## src/design/srpt_pkg.sv

```systemverilog
package srpt_pkg;

   // field widths of a queue entry and of a header word
   localparam int PEER_W = 14;
   localparam int RPC_W  = 14;
   localparam int PKTS_W = 10;
   localparam int PRIO_W = 3;

   // 51 bits: peer, rpc, recv, grantable, prio
   localparam int ENTRY_W = PEER_W + RPC_W + 2 * PKTS_W + PRIO_W;
   // grantable count plus status, the part the sort looks at
   localparam int KEY_W = PKTS_W + PRIO_W;
   // 58 bits: peer, rpc, msg_len, incoming, offset
   localparam int HEADER_W = PEER_W + RPC_W + 3 * PKTS_W;

   // sorter slots
   localparam int QUEUE_DEPTH = 16;
   // max packets covered by one grant
   localparam int GRANT_QUANTUM = 4;

   // status codes, lower sorts first
   localparam logic [PRIO_W-1:0] SRPT_ACTIVE = 3'd0;
   localparam logic [PRIO_W-1:0] SRPT_EMPTY  = 3'd7;

   // vacant slot, also the reset value of every slot
   localparam logic [ENTRY_W-1:0] EMPTY_ENTRY = {{(ENTRY_W - PRIO_W){1'b0}}, SRPT_EMPTY};

   // field view of an entry
   typedef struct packed {
      logic [PEER_W-1:0] peer;
      logic [RPC_W-1:0]  rpc;
      logic [PKTS_W-1:0] recv_pkts;
      logic [PKTS_W-1:0] grantable_pkts;
      logic [PRIO_W-1:0] prio;
   } srpt_fields_t;

   // comparator view, key = {grantable, prio}
   typedef struct packed {
      logic [ENTRY_W-KEY_W-1:0] ident;
      logic [KEY_W-1:0]         key;
   } srpt_sort_t;

   typedef union packed {
      srpt_fields_t fld;
      srpt_sort_t   sort;
   } srpt_entry_t;

   // incoming data packet header
   typedef struct packed {
      logic [PEER_W-1:0] peer;
      logic [RPC_W-1:0]  rpc;
      logic [PKTS_W-1:0] msg_len;
      logic [PKTS_W-1:0] incoming;
      logic [PKTS_W-1:0] offset;
   } header_t;

endpackage
```

## src/design/srpt_head_if.sv

```systemverilog
`timescale 1ns/100ps

// one requester's path to the head slot
interface srpt_head_if
   import srpt_pkg::*;
();

   // request strobe and the entry that goes with it
   logic        req;
   srpt_entry_t entry;
   // served in the cycle this is high
   logic        gnt;
   // current slot 0 of the sorter
   srpt_entry_t head;

   modport requester (
      output req,
      output entry,
      input  gnt,
      input  head
   );

   modport arbiter (
      input  req,
      input  entry,
      output gnt
   );

   modport queue (
      output head
   );

endinterface

```

## src/design/srpt_grant_top.sv

```systemverilog
`timescale 1ns/100ps

module srpt_grant_top
   import srpt_pkg::*;
(
   input  logic                ap_clk,
   input  logic                ap_rst,
   input  logic                header_empty_i,
   input  logic [HEADER_W-1:0] header_data_i,
   output logic                header_read_o,
   input  logic                grant_full_i,
   output logic                grant_valid_o,
   output logic [PEER_W-1:0]   grant_peer_o,
   output logic [RPC_W-1:0]    grant_rpc_o,
   output logic [PKTS_W-1:0]   grant_pkts_o
);

   // intake and issuer paths to the head slot
   srpt_head_if push_if ();
   srpt_head_if upd_if ();

   logic        op_push;
   logic        op_replace;
   srpt_entry_t op_entry;
   srpt_entry_t head;

   // both requesters see the same head
   assign push_if.head = head;
   assign upd_if.head  = head;

   header_intake header_intake_i (
      .header_empty_i (header_empty_i),
      .header_data_i  (header_t'(header_data_i)),
      .header_read_o  (header_read_o),
      .push_port      (push_if)
   );

   grant_issuer grant_issuer_i (
      .ap_clk        (ap_clk),
      .ap_rst        (ap_rst),
      .grant_full_i  (grant_full_i),
      .grant_valid_o (grant_valid_o),
      .grant_peer_o  (grant_peer_o),
      .grant_rpc_o   (grant_rpc_o),
      .grant_pkts_o  (grant_pkts_o),
      .upd_port      (upd_if)
   );

   head_arbiter head_arbiter_i (
      .push_port    (push_if),
      .upd_port     (upd_if),
      .op_push_o    (op_push),
      .op_replace_o (op_replace),
      .op_entry_o   (op_entry)
   );

   srpt_sorter srpt_sorter_i (
      .ap_clk       (ap_clk),
      .ap_rst       (ap_rst),
      .op_push_i    (op_push),
      .op_replace_i (op_replace),
      .op_entry_i   (op_entry),
      .head_o       (head)
   );

endmodule

```

## src/design/srpt_sorter.sv

```systemverilog
`timescale 1ns/100ps

module srpt_sorter
   import srpt_pkg::*;
(
   input  logic        ap_clk,
   input  logic        ap_rst,
   input  logic        op_push_i,
   input  logic        op_replace_i,
   input  srpt_entry_t op_entry_i,
   output srpt_entry_t head_o
);

   // slot 0 is the head
   srpt_entry_t slots_q [QUEUE_DEPTH];
   // results of the three possible updates
   srpt_entry_t even_d [QUEUE_DEPTH];
   srpt_entry_t odd_d [QUEUE_DEPTH];
   srpt_entry_t push_d [QUEUE_DEPTH];
   // 0 = even pairs next, 1 = odd pairs next
   logic        phase_q;
   logic        new_wins;

   // a strictly better than b, ties keep the current order
   function automatic logic better(input srpt_entry_t a, input srpt_entry_t b);
      logic [PRIO_W-1:0] prio_a;
      logic [PRIO_W-1:0] prio_b;
      logic [PKTS_W-1:0] cnt_a;
      logic [PKTS_W-1:0] cnt_b;
      prio_a = a.sort.key[PRIO_W-1:0];
      prio_b = b.sort.key[PRIO_W-1:0];
      cnt_a  = a.sort.key[KEY_W-1:PRIO_W];
      cnt_b  = b.sort.key[KEY_W-1:PRIO_W];
      if (prio_a != prio_b) begin
         better = (prio_a < prio_b);
      end else begin
         better = (cnt_a < cnt_b);
      end
   endfunction

   assign head_o = slots_q[0];

   // even step, pairs (0,1) (2,3) ...
   always_comb begin
      for (int i = 0; i < QUEUE_DEPTH; i += 2) begin
         if (better(slots_q[i+1], slots_q[i])) begin
            even_d[i]   = slots_q[i+1];
            even_d[i+1] = slots_q[i];
         end else begin
            even_d[i]   = slots_q[i];
            even_d[i+1] = slots_q[i+1];
         end
      end
   end

   // odd step, pairs (1,2) (3,4) ...
   // head and bottom slot sit this one out
   always_comb begin
      odd_d[0]             = slots_q[0];
      odd_d[QUEUE_DEPTH-1] = slots_q[QUEUE_DEPTH-1];
      for (int i = 1; i < QUEUE_DEPTH - 1; i += 2) begin
         if (better(slots_q[i+1], slots_q[i])) begin
            odd_d[i]   = slots_q[i+1];
            odd_d[i+1] = slots_q[i];
         end else begin
            odd_d[i]   = slots_q[i];
            odd_d[i+1] = slots_q[i+1];
         end
      end
   end

   // push: new entry meets the old head, loser drops to slot 1
   // everything below shifts down one, bottom entry falls off
   assign new_wins = better(op_entry_i, slots_q[0]);

   always_comb begin
      push_d[0] = new_wins ? op_entry_i : slots_q[0];
      push_d[1] = new_wins ? slots_q[0] : op_entry_i;
      for (int i = 2; i < QUEUE_DEPTH; i++) begin
         push_d[i] = slots_q[i-1];
      end
   end

   always_ff @(posedge ap_clk) begin
      if (ap_rst) begin
         phase_q <= 1'b0;
         for (int i = 0; i < QUEUE_DEPTH; i++) begin
            slots_q[i] <= EMPTY_ENTRY;
         end
      end else if (op_push_i) begin
         slots_q <= push_d;
      end else if (op_replace_i) begin
         // rest of the array holds
         slots_q[0] <= op_entry_i;
      end else begin
         // idle, one sort step and flip the phase
         if (phase_q) begin
            slots_q <= odd_d;
         end else begin
            slots_q <= even_d;
         end
         phase_q <= ~phase_q;
      end
   end

   // an active head only leaves through the issuer
   a_head_stays_active: assert property (
      @(posedge ap_clk) disable iff (ap_rst)
      (head_o.fld.prio == SRPT_ACTIVE && !op_replace_i) |=> (head_o.fld.prio == SRPT_ACTIVE)
   ) else $error("active head lost without a replace");

endmodule

```

## src/design/head_arbiter.sv

```systemverilog
`timescale 1ns/100ps

module head_arbiter
   import srpt_pkg::*;
(
   srpt_head_if.arbiter push_port,
   srpt_head_if.arbiter upd_port,
   output logic         op_push_o,
   output logic         op_replace_o,
   output srpt_entry_t  op_entry_o
);

   logic push_win;
   logic upd_win;

   // intake has fixed priority, its header cannot wait
   assign push_win = push_port.req;
   // issuer only gets the slot in a cycle without a push
   assign upd_win  = upd_port.req & ~push_port.req;

   assign push_port.gnt = push_win;
   assign upd_port.gnt  = upd_win;

   // winning request becomes the sorter operation
   assign op_push_o    = push_win;
   assign op_replace_o = upd_win;

   // entry of the winner, the issuer's when idle
   always_comb begin
      if (push_win) begin
         op_entry_o = push_port.entry;
      end else begin
         op_entry_o = upd_port.entry;
      end
   end

   always_comb begin
      assert final (!(op_push_o && op_replace_o))
         else $error("push and replace in the same cycle");
   end

endmodule

```

## src/design/grant_issuer.sv

```systemverilog
`timescale 1ns/100ps

module grant_issuer
   import srpt_pkg::*;
(
   input  logic              ap_clk,
   input  logic              ap_rst,
   input  logic              grant_full_i,
   output logic              grant_valid_o,
   output logic [PEER_W-1:0] grant_peer_o,
   output logic [RPC_W-1:0]  grant_rpc_o,
   output logic [PKTS_W-1:0] grant_pkts_o,
   srpt_head_if.requester    upd_port
);

   srpt_entry_t       head;
   srpt_entry_t       next_entry;
   logic              head_active;
   logic [PKTS_W-1:0] grant_pkts;
   logic [PKTS_W-1:0] remain;

   assign head        = upd_port.head;
   assign head_active = (head.fld.prio == SRPT_ACTIVE);

   // grant covers at most one quantum
   assign grant_pkts = (head.fld.grantable_pkts < PKTS_W'(GRANT_QUANTUM))
                     ? head.fld.grantable_pkts : PKTS_W'(GRANT_QUANTUM);
   assign remain     = head.fld.grantable_pkts - grant_pkts;

   // ask for the head whenever there is room downstream
   assign upd_port.req = head_active & ~grant_full_i;

   // reduced head or a vacant slot once fully granted
   always_comb begin
      next_entry                    = head;
      next_entry.fld.recv_pkts      = '0;
      next_entry.fld.grantable_pkts = remain;
      if (remain == '0) begin
         next_entry = EMPTY_ENTRY;
      end
   end

   assign upd_port.entry = next_entry;

   // a single-packet message has nothing to grant
   // its slot is cleared with no grant out
   always_ff @(posedge ap_clk) begin
      if (ap_rst) begin
         grant_valid_o <= 1'b0;
      end else begin
         grant_valid_o <= upd_port.gnt & (grant_pkts != '0);
      end
   end

   // grant fields captured with the head they came from
   always_ff @(posedge ap_clk) begin
      if (upd_port.gnt) begin
         grant_peer_o <= head.fld.peer;
         grant_rpc_o  <= head.fld.rpc;
         grant_pkts_o <= grant_pkts;
      end
   end

   a_pkts_nonzero: assert property (
      @(posedge ap_clk) disable iff (ap_rst) grant_valid_o |-> (grant_pkts_o != '0)
   ) else $error("grant issued with zero packets");

endmodule

```

## src/design/header_intake.sv

```systemverilog
`timescale 1ns/100ps

module header_intake
   import srpt_pkg::*;
(
   input  logic           header_empty_i,
   input  header_t        header_data_i,
   output logic           header_read_o,
   srpt_head_if.requester push_port
);

   logic        first_pkt;
   logic        has_grantable;
   srpt_entry_t new_entry;

   // every header is consumed in the cycle it shows up
   assign header_read_o = ~header_empty_i;

   // only the first unscheduled packet creates an entry
   assign first_pkt = (header_data_i.offset == '0);
   // nothing to grant once incoming covers the message
   assign has_grantable = (header_data_i.msg_len > header_data_i.incoming);

   assign push_port.req = ~header_empty_i & first_pkt & has_grantable;

   // new entry, one packet already received
   always_comb begin
      new_entry.fld.peer           = header_data_i.peer;
      new_entry.fld.rpc            = header_data_i.rpc;
      new_entry.fld.recv_pkts      = PKTS_W'(1);
      // msg_len > incoming >= 0 keeps this from wrapping
      new_entry.fld.grantable_pkts = header_data_i.msg_len - PKTS_W'(1);
      new_entry.fld.prio           = SRPT_ACTIVE;
   end

   assign push_port.entry = new_entry;

   // a header is never held back, so a push must win at once
   always_comb begin
      assert final (!push_port.req || push_port.gnt)
         else $error("push request not granted in the same cycle");
   end

endmodule

```

## config.mk

```make
export PLATFORM = sky130hd
export DESIGN_NAME = srpt_grant_top
export DESIGN_NICKNAME = d
export VERILOG_FILES = /design/src/design/srpt_pkg.sv /design/src/design/srpt_head_if.sv /design/src/design/srpt_grant_top.sv /design/src/design/srpt_sorter.sv /design/src/design/head_arbiter.sv /design/src/design/grant_issuer.sv /design/src/design/header_intake.sv
export SDC_FILE = /design/constraint.sdc
export NUM_CORES = 2
export LEC_CHECK = 0
export BUFFER_PORTS_ARGS = -buffer_cell sky130_fd_sc_hd__buf_2
export CORE_MARGIN = 2
export CORE_UTILIZATION = 47
export CTS_CLUSTER_SIZE = 14
export DETAILED_ROUTE_END_ITERATION = 8
export GPL_ROUTABILITY_DRIVEN = 0
export GPL_TIMING_DRIVEN = 0
export PLACE_DENSITY = 0.67
export SLEW_MARGIN = 15
export SYNTH_ARGS = -nofsm -noshare
export SYNTH_HDL_FRONTEND = slang
export SYNTH_HIERARCHICAL = 1
export SYNTH_SLANG_ARGS = --single-unit
export TNS_END_PERCENT = 50
```

## constraint.sdc

```tcl
create_clock -name ap_clk -period 9.5 [get_ports ap_clk]
set_clock_uncertainty 0.05 [all_clocks]
set_input_delay 0.475 -clock ap_clk [delete_from_list [all_inputs] [get_ports ap_clk]]
set_output_delay 0.475 -clock ap_clk [all_outputs]
set_load 0.05 [all_outputs]
```

==> reports/results.ini <==
[power]
p_sw_frac=0.417
switchingPower_w=0.00615
peakVddDrop_v=0.000298
seqPwrFrac=0.259
p_int_w=0.00860
p_clk_frac=0.215
finalPower_w=0.0147
p_leak_nw=18.0
p_comb_frac=0.526
p_per_area_mw_per_mm2=315

[sta]
final.setup.worst_slack_ps=3330
clock.fmax_mhz=162
setup_viol=0
slew_headroom=0.110
period_minus_slack_ps=6170
drv_slew=0
grt_setup_unrepaired=false
fin_crit_sh=0.649
hold_viol=0
tns_ps=0
tightest_slew_ps=1330

[global_routing]
grt_use_total=0.251
grt_pass1_vias=35000
use_met3=0.0402
gr-total-overflow=0
antenna_found_initial=0
grtUsageMet1=0.326
grt-busiest-layer=met2
use_met2=0.423
grt_pass1_wl_um=190000
grt_max_degree=40

[hold_path]
min_to=srpt_sorter_i/push_d[697]$_SDFFE_PP0P_
hold_path_startpoint=header_data_i[41]
hp-class=primary input to register
whs_path_depth=4

[detailed_routing]
post-route-drc-count=0
vias_per_cell=5.47
drt-wirelength-per-cell_um=18.3
num_vias=35600
routed_wl_um=119000
drt_first_pass_iters=5
drt.antenna.violating_nets=0
drt_iter0_drc=2420

[cells_and_area]
final_nets=5556
drive_above_1_share=0.163
instances_no_fill=6515
fin_util=0.528
area_growth_pct=10.8
filler_cell_count=8474

[floorplanning]
die_w_um=304
die_h_um=304
core_sq_mm=0.0886
rows=109
start_util=0.476
fp.dieArea_sq_mm=0.0923
num_io_pins=102

[worst_setup_path]
rr_startpoint=srpt_sorter_i/head_o[8]$_SDFFE_PP0P_
crit_type=register to register
endpoint_kind=register
critical_path.max_stage_delay_ps=670
slowest_stage=a2111oi_2
r2r_setup_slack_ps=3330
worst_ep_required_time_ps=10000
reg2reg_depth=22
worst-path-max-fanout=10
r2r_end=srpt_sorter_i/head_o[25]$_SDFFE_PP0P_
startpoint_type=register
worstPathArrival_ps=6660
path_cells=buf_4 > buf_2 > nor4_1 > and2_1 > inv_2 > nand2_1 > ha_1 > clkbuf_1 > o21a_1 > a21oi_1 > a2111oi_2 > buf_2 > a21o_1 > mux2_4 > ha_1 > nand4b_1 > a221oi_2 > o31ai_2 > o211ai_2 > clkbuf_1 > a21oi_1 > a211oi_2

[cts]
numCtsBuffers=79
cts_tree=yes
cts_resized=0
cts-htree-levels=3
root_buffer=clkbuf_16
clk_path_buf_depth=3
post-cts-setup-buffers=0
clk_pin_slew_ps=60
clkLatencyLatePin_ps=640
cts_sinks=696

[place]
detailed_place_hpwl_um=92000
dp_cells=6373
numPortBuffers=73
place_ws_ps=3340

[yosys]
syn_area_sq_mm=0.0422
avgSynthCellArea_sq_um=8.24
yosys_warnings=6
netlist_instances=5127

[outcome]
status=finished, final reports clean

[flow_run]
maxCapViolCount=0

==> flip-flops by register name, indices dropped and copies added, names as in the netlist <==
register	count
grant_issuer_i/grant_rpc_o	14
srpt_sorter_i/phase_q	1
srpt_sorter_i/odd_d	41
srpt_sorter_i/head_o	41
srpt_sorter_i/push_d	574
grant_issuer_i/grant_peer_o	14
grant_issuer_i/grant_pkts_o	10
grant_issuer_i/grant_valid_o	1
==> how the worst max path moves through the flow <==
stage                                          from                                endpoint  slack (ps)
3_5_place_dp   srpt_sorter_i/head_o[8]$_SDFFE_PP0P_   srpt_sorter_i/head_o[23]$_SDFFE_PP0P_        3340
3_3_place_gp   srpt_sorter_i/head_o[8]$_SDFFE_PP0P_   srpt_sorter_i/head_o[24]$_SDFFE_PP0P_        3290
4_1_cts        srpt_sorter_i/head_o[8]$_SDFFE_PP0P_   srpt_sorter_i/head_o[23]$_SDFFE_PP0P_        3310
5_1_grt        srpt_sorter_i/head_o[8]$_SDFFE_PP0P_   srpt_sorter_i/head_o[32]$_SDFFE_PP0P_        2860
6_report       srpt_sorter_i/head_o[8]$_SDFFE_PP0P_   srpt_sorter_i/head_o[25]$_SDFFE_PP0P_        3330
2_1_floorplan  srpt_sorter_i/head_o[8]$_SDFFE_PP0P_  srpt_sorter_i/push_d[706]$_SDFFE_PP0P_        4830
==> worst max-delay path, delay by kind of cell, from the launching register on <==
family                   cells  cell delay (ps)
AO/OA/AOI/OAI                9             2650
adder cells (fa/ha/maj)      2              300
buffers and inverters        6             1440
flip-flops                   1              320
multiplexers                 1              160
AND/OR/NAND/NOR              4             1130
==> cell usage in the layout (no fill, tap or decap), drive strengths merged, types with 77 or more instances in the layout <==
cell	n
nand2	1059
dfxtp	658
a21oi	603
clkbuf	441
mux2	392
nor2b	328
buf	308
inv	210
ha	204
nor2	146
o21ai	123
a211oi	116
mux2i	88
a311oi	77
==> per-layer routing <==
layer	up-vias	wire length, um
met1	16600	53400
met5	-	0
met3	199	6740
met2	915	54800
li1	17900	-
met4	0	4100
==> per-stage QoR <==
step	hold slack [ps]	area (sq um)
CTS	282	46800
global route	298	46800
finish	313	46800
global placement	409	44100
floorplan	400	42300
detailed placement	415	44100
==> area by class of cell <==
class	count	area, sq um	share of cell area
Sequential cell	696	14300	0.306
Clock buffer	119	2400	0.0513
Clock inverter	20	287	0.00612
Tap cell	1165	1460	0.0312
Inverter	208	781	0.0167
Buffer	557	2790	0.0596
Multi-Input combinational cell	3674	24400	0.521
Antenna cell	2	5.00	0.000107
Timing Repair Buffer	74	375	0.00802
==> power groups by stage <==
stage	registers, W	clock network (W)	logic [W]
after floorplan	0.00371	0	0.00607
after global routing	0.00387	0.00333	0.00839
after detailed placement	0.00387	0	0.00769
after global placement	0.00386	0	0.00761
after CTS	0.00381	0.00322	0.00774
final	0.00382	0.00317	0.00776
==> repair_timing <==
action	in CTS	in global routing
setup endpoints to repair	0	0
hold endpoints to repair	1	0
hold buffers	1	0
Power figures use the tool's default switching activity.
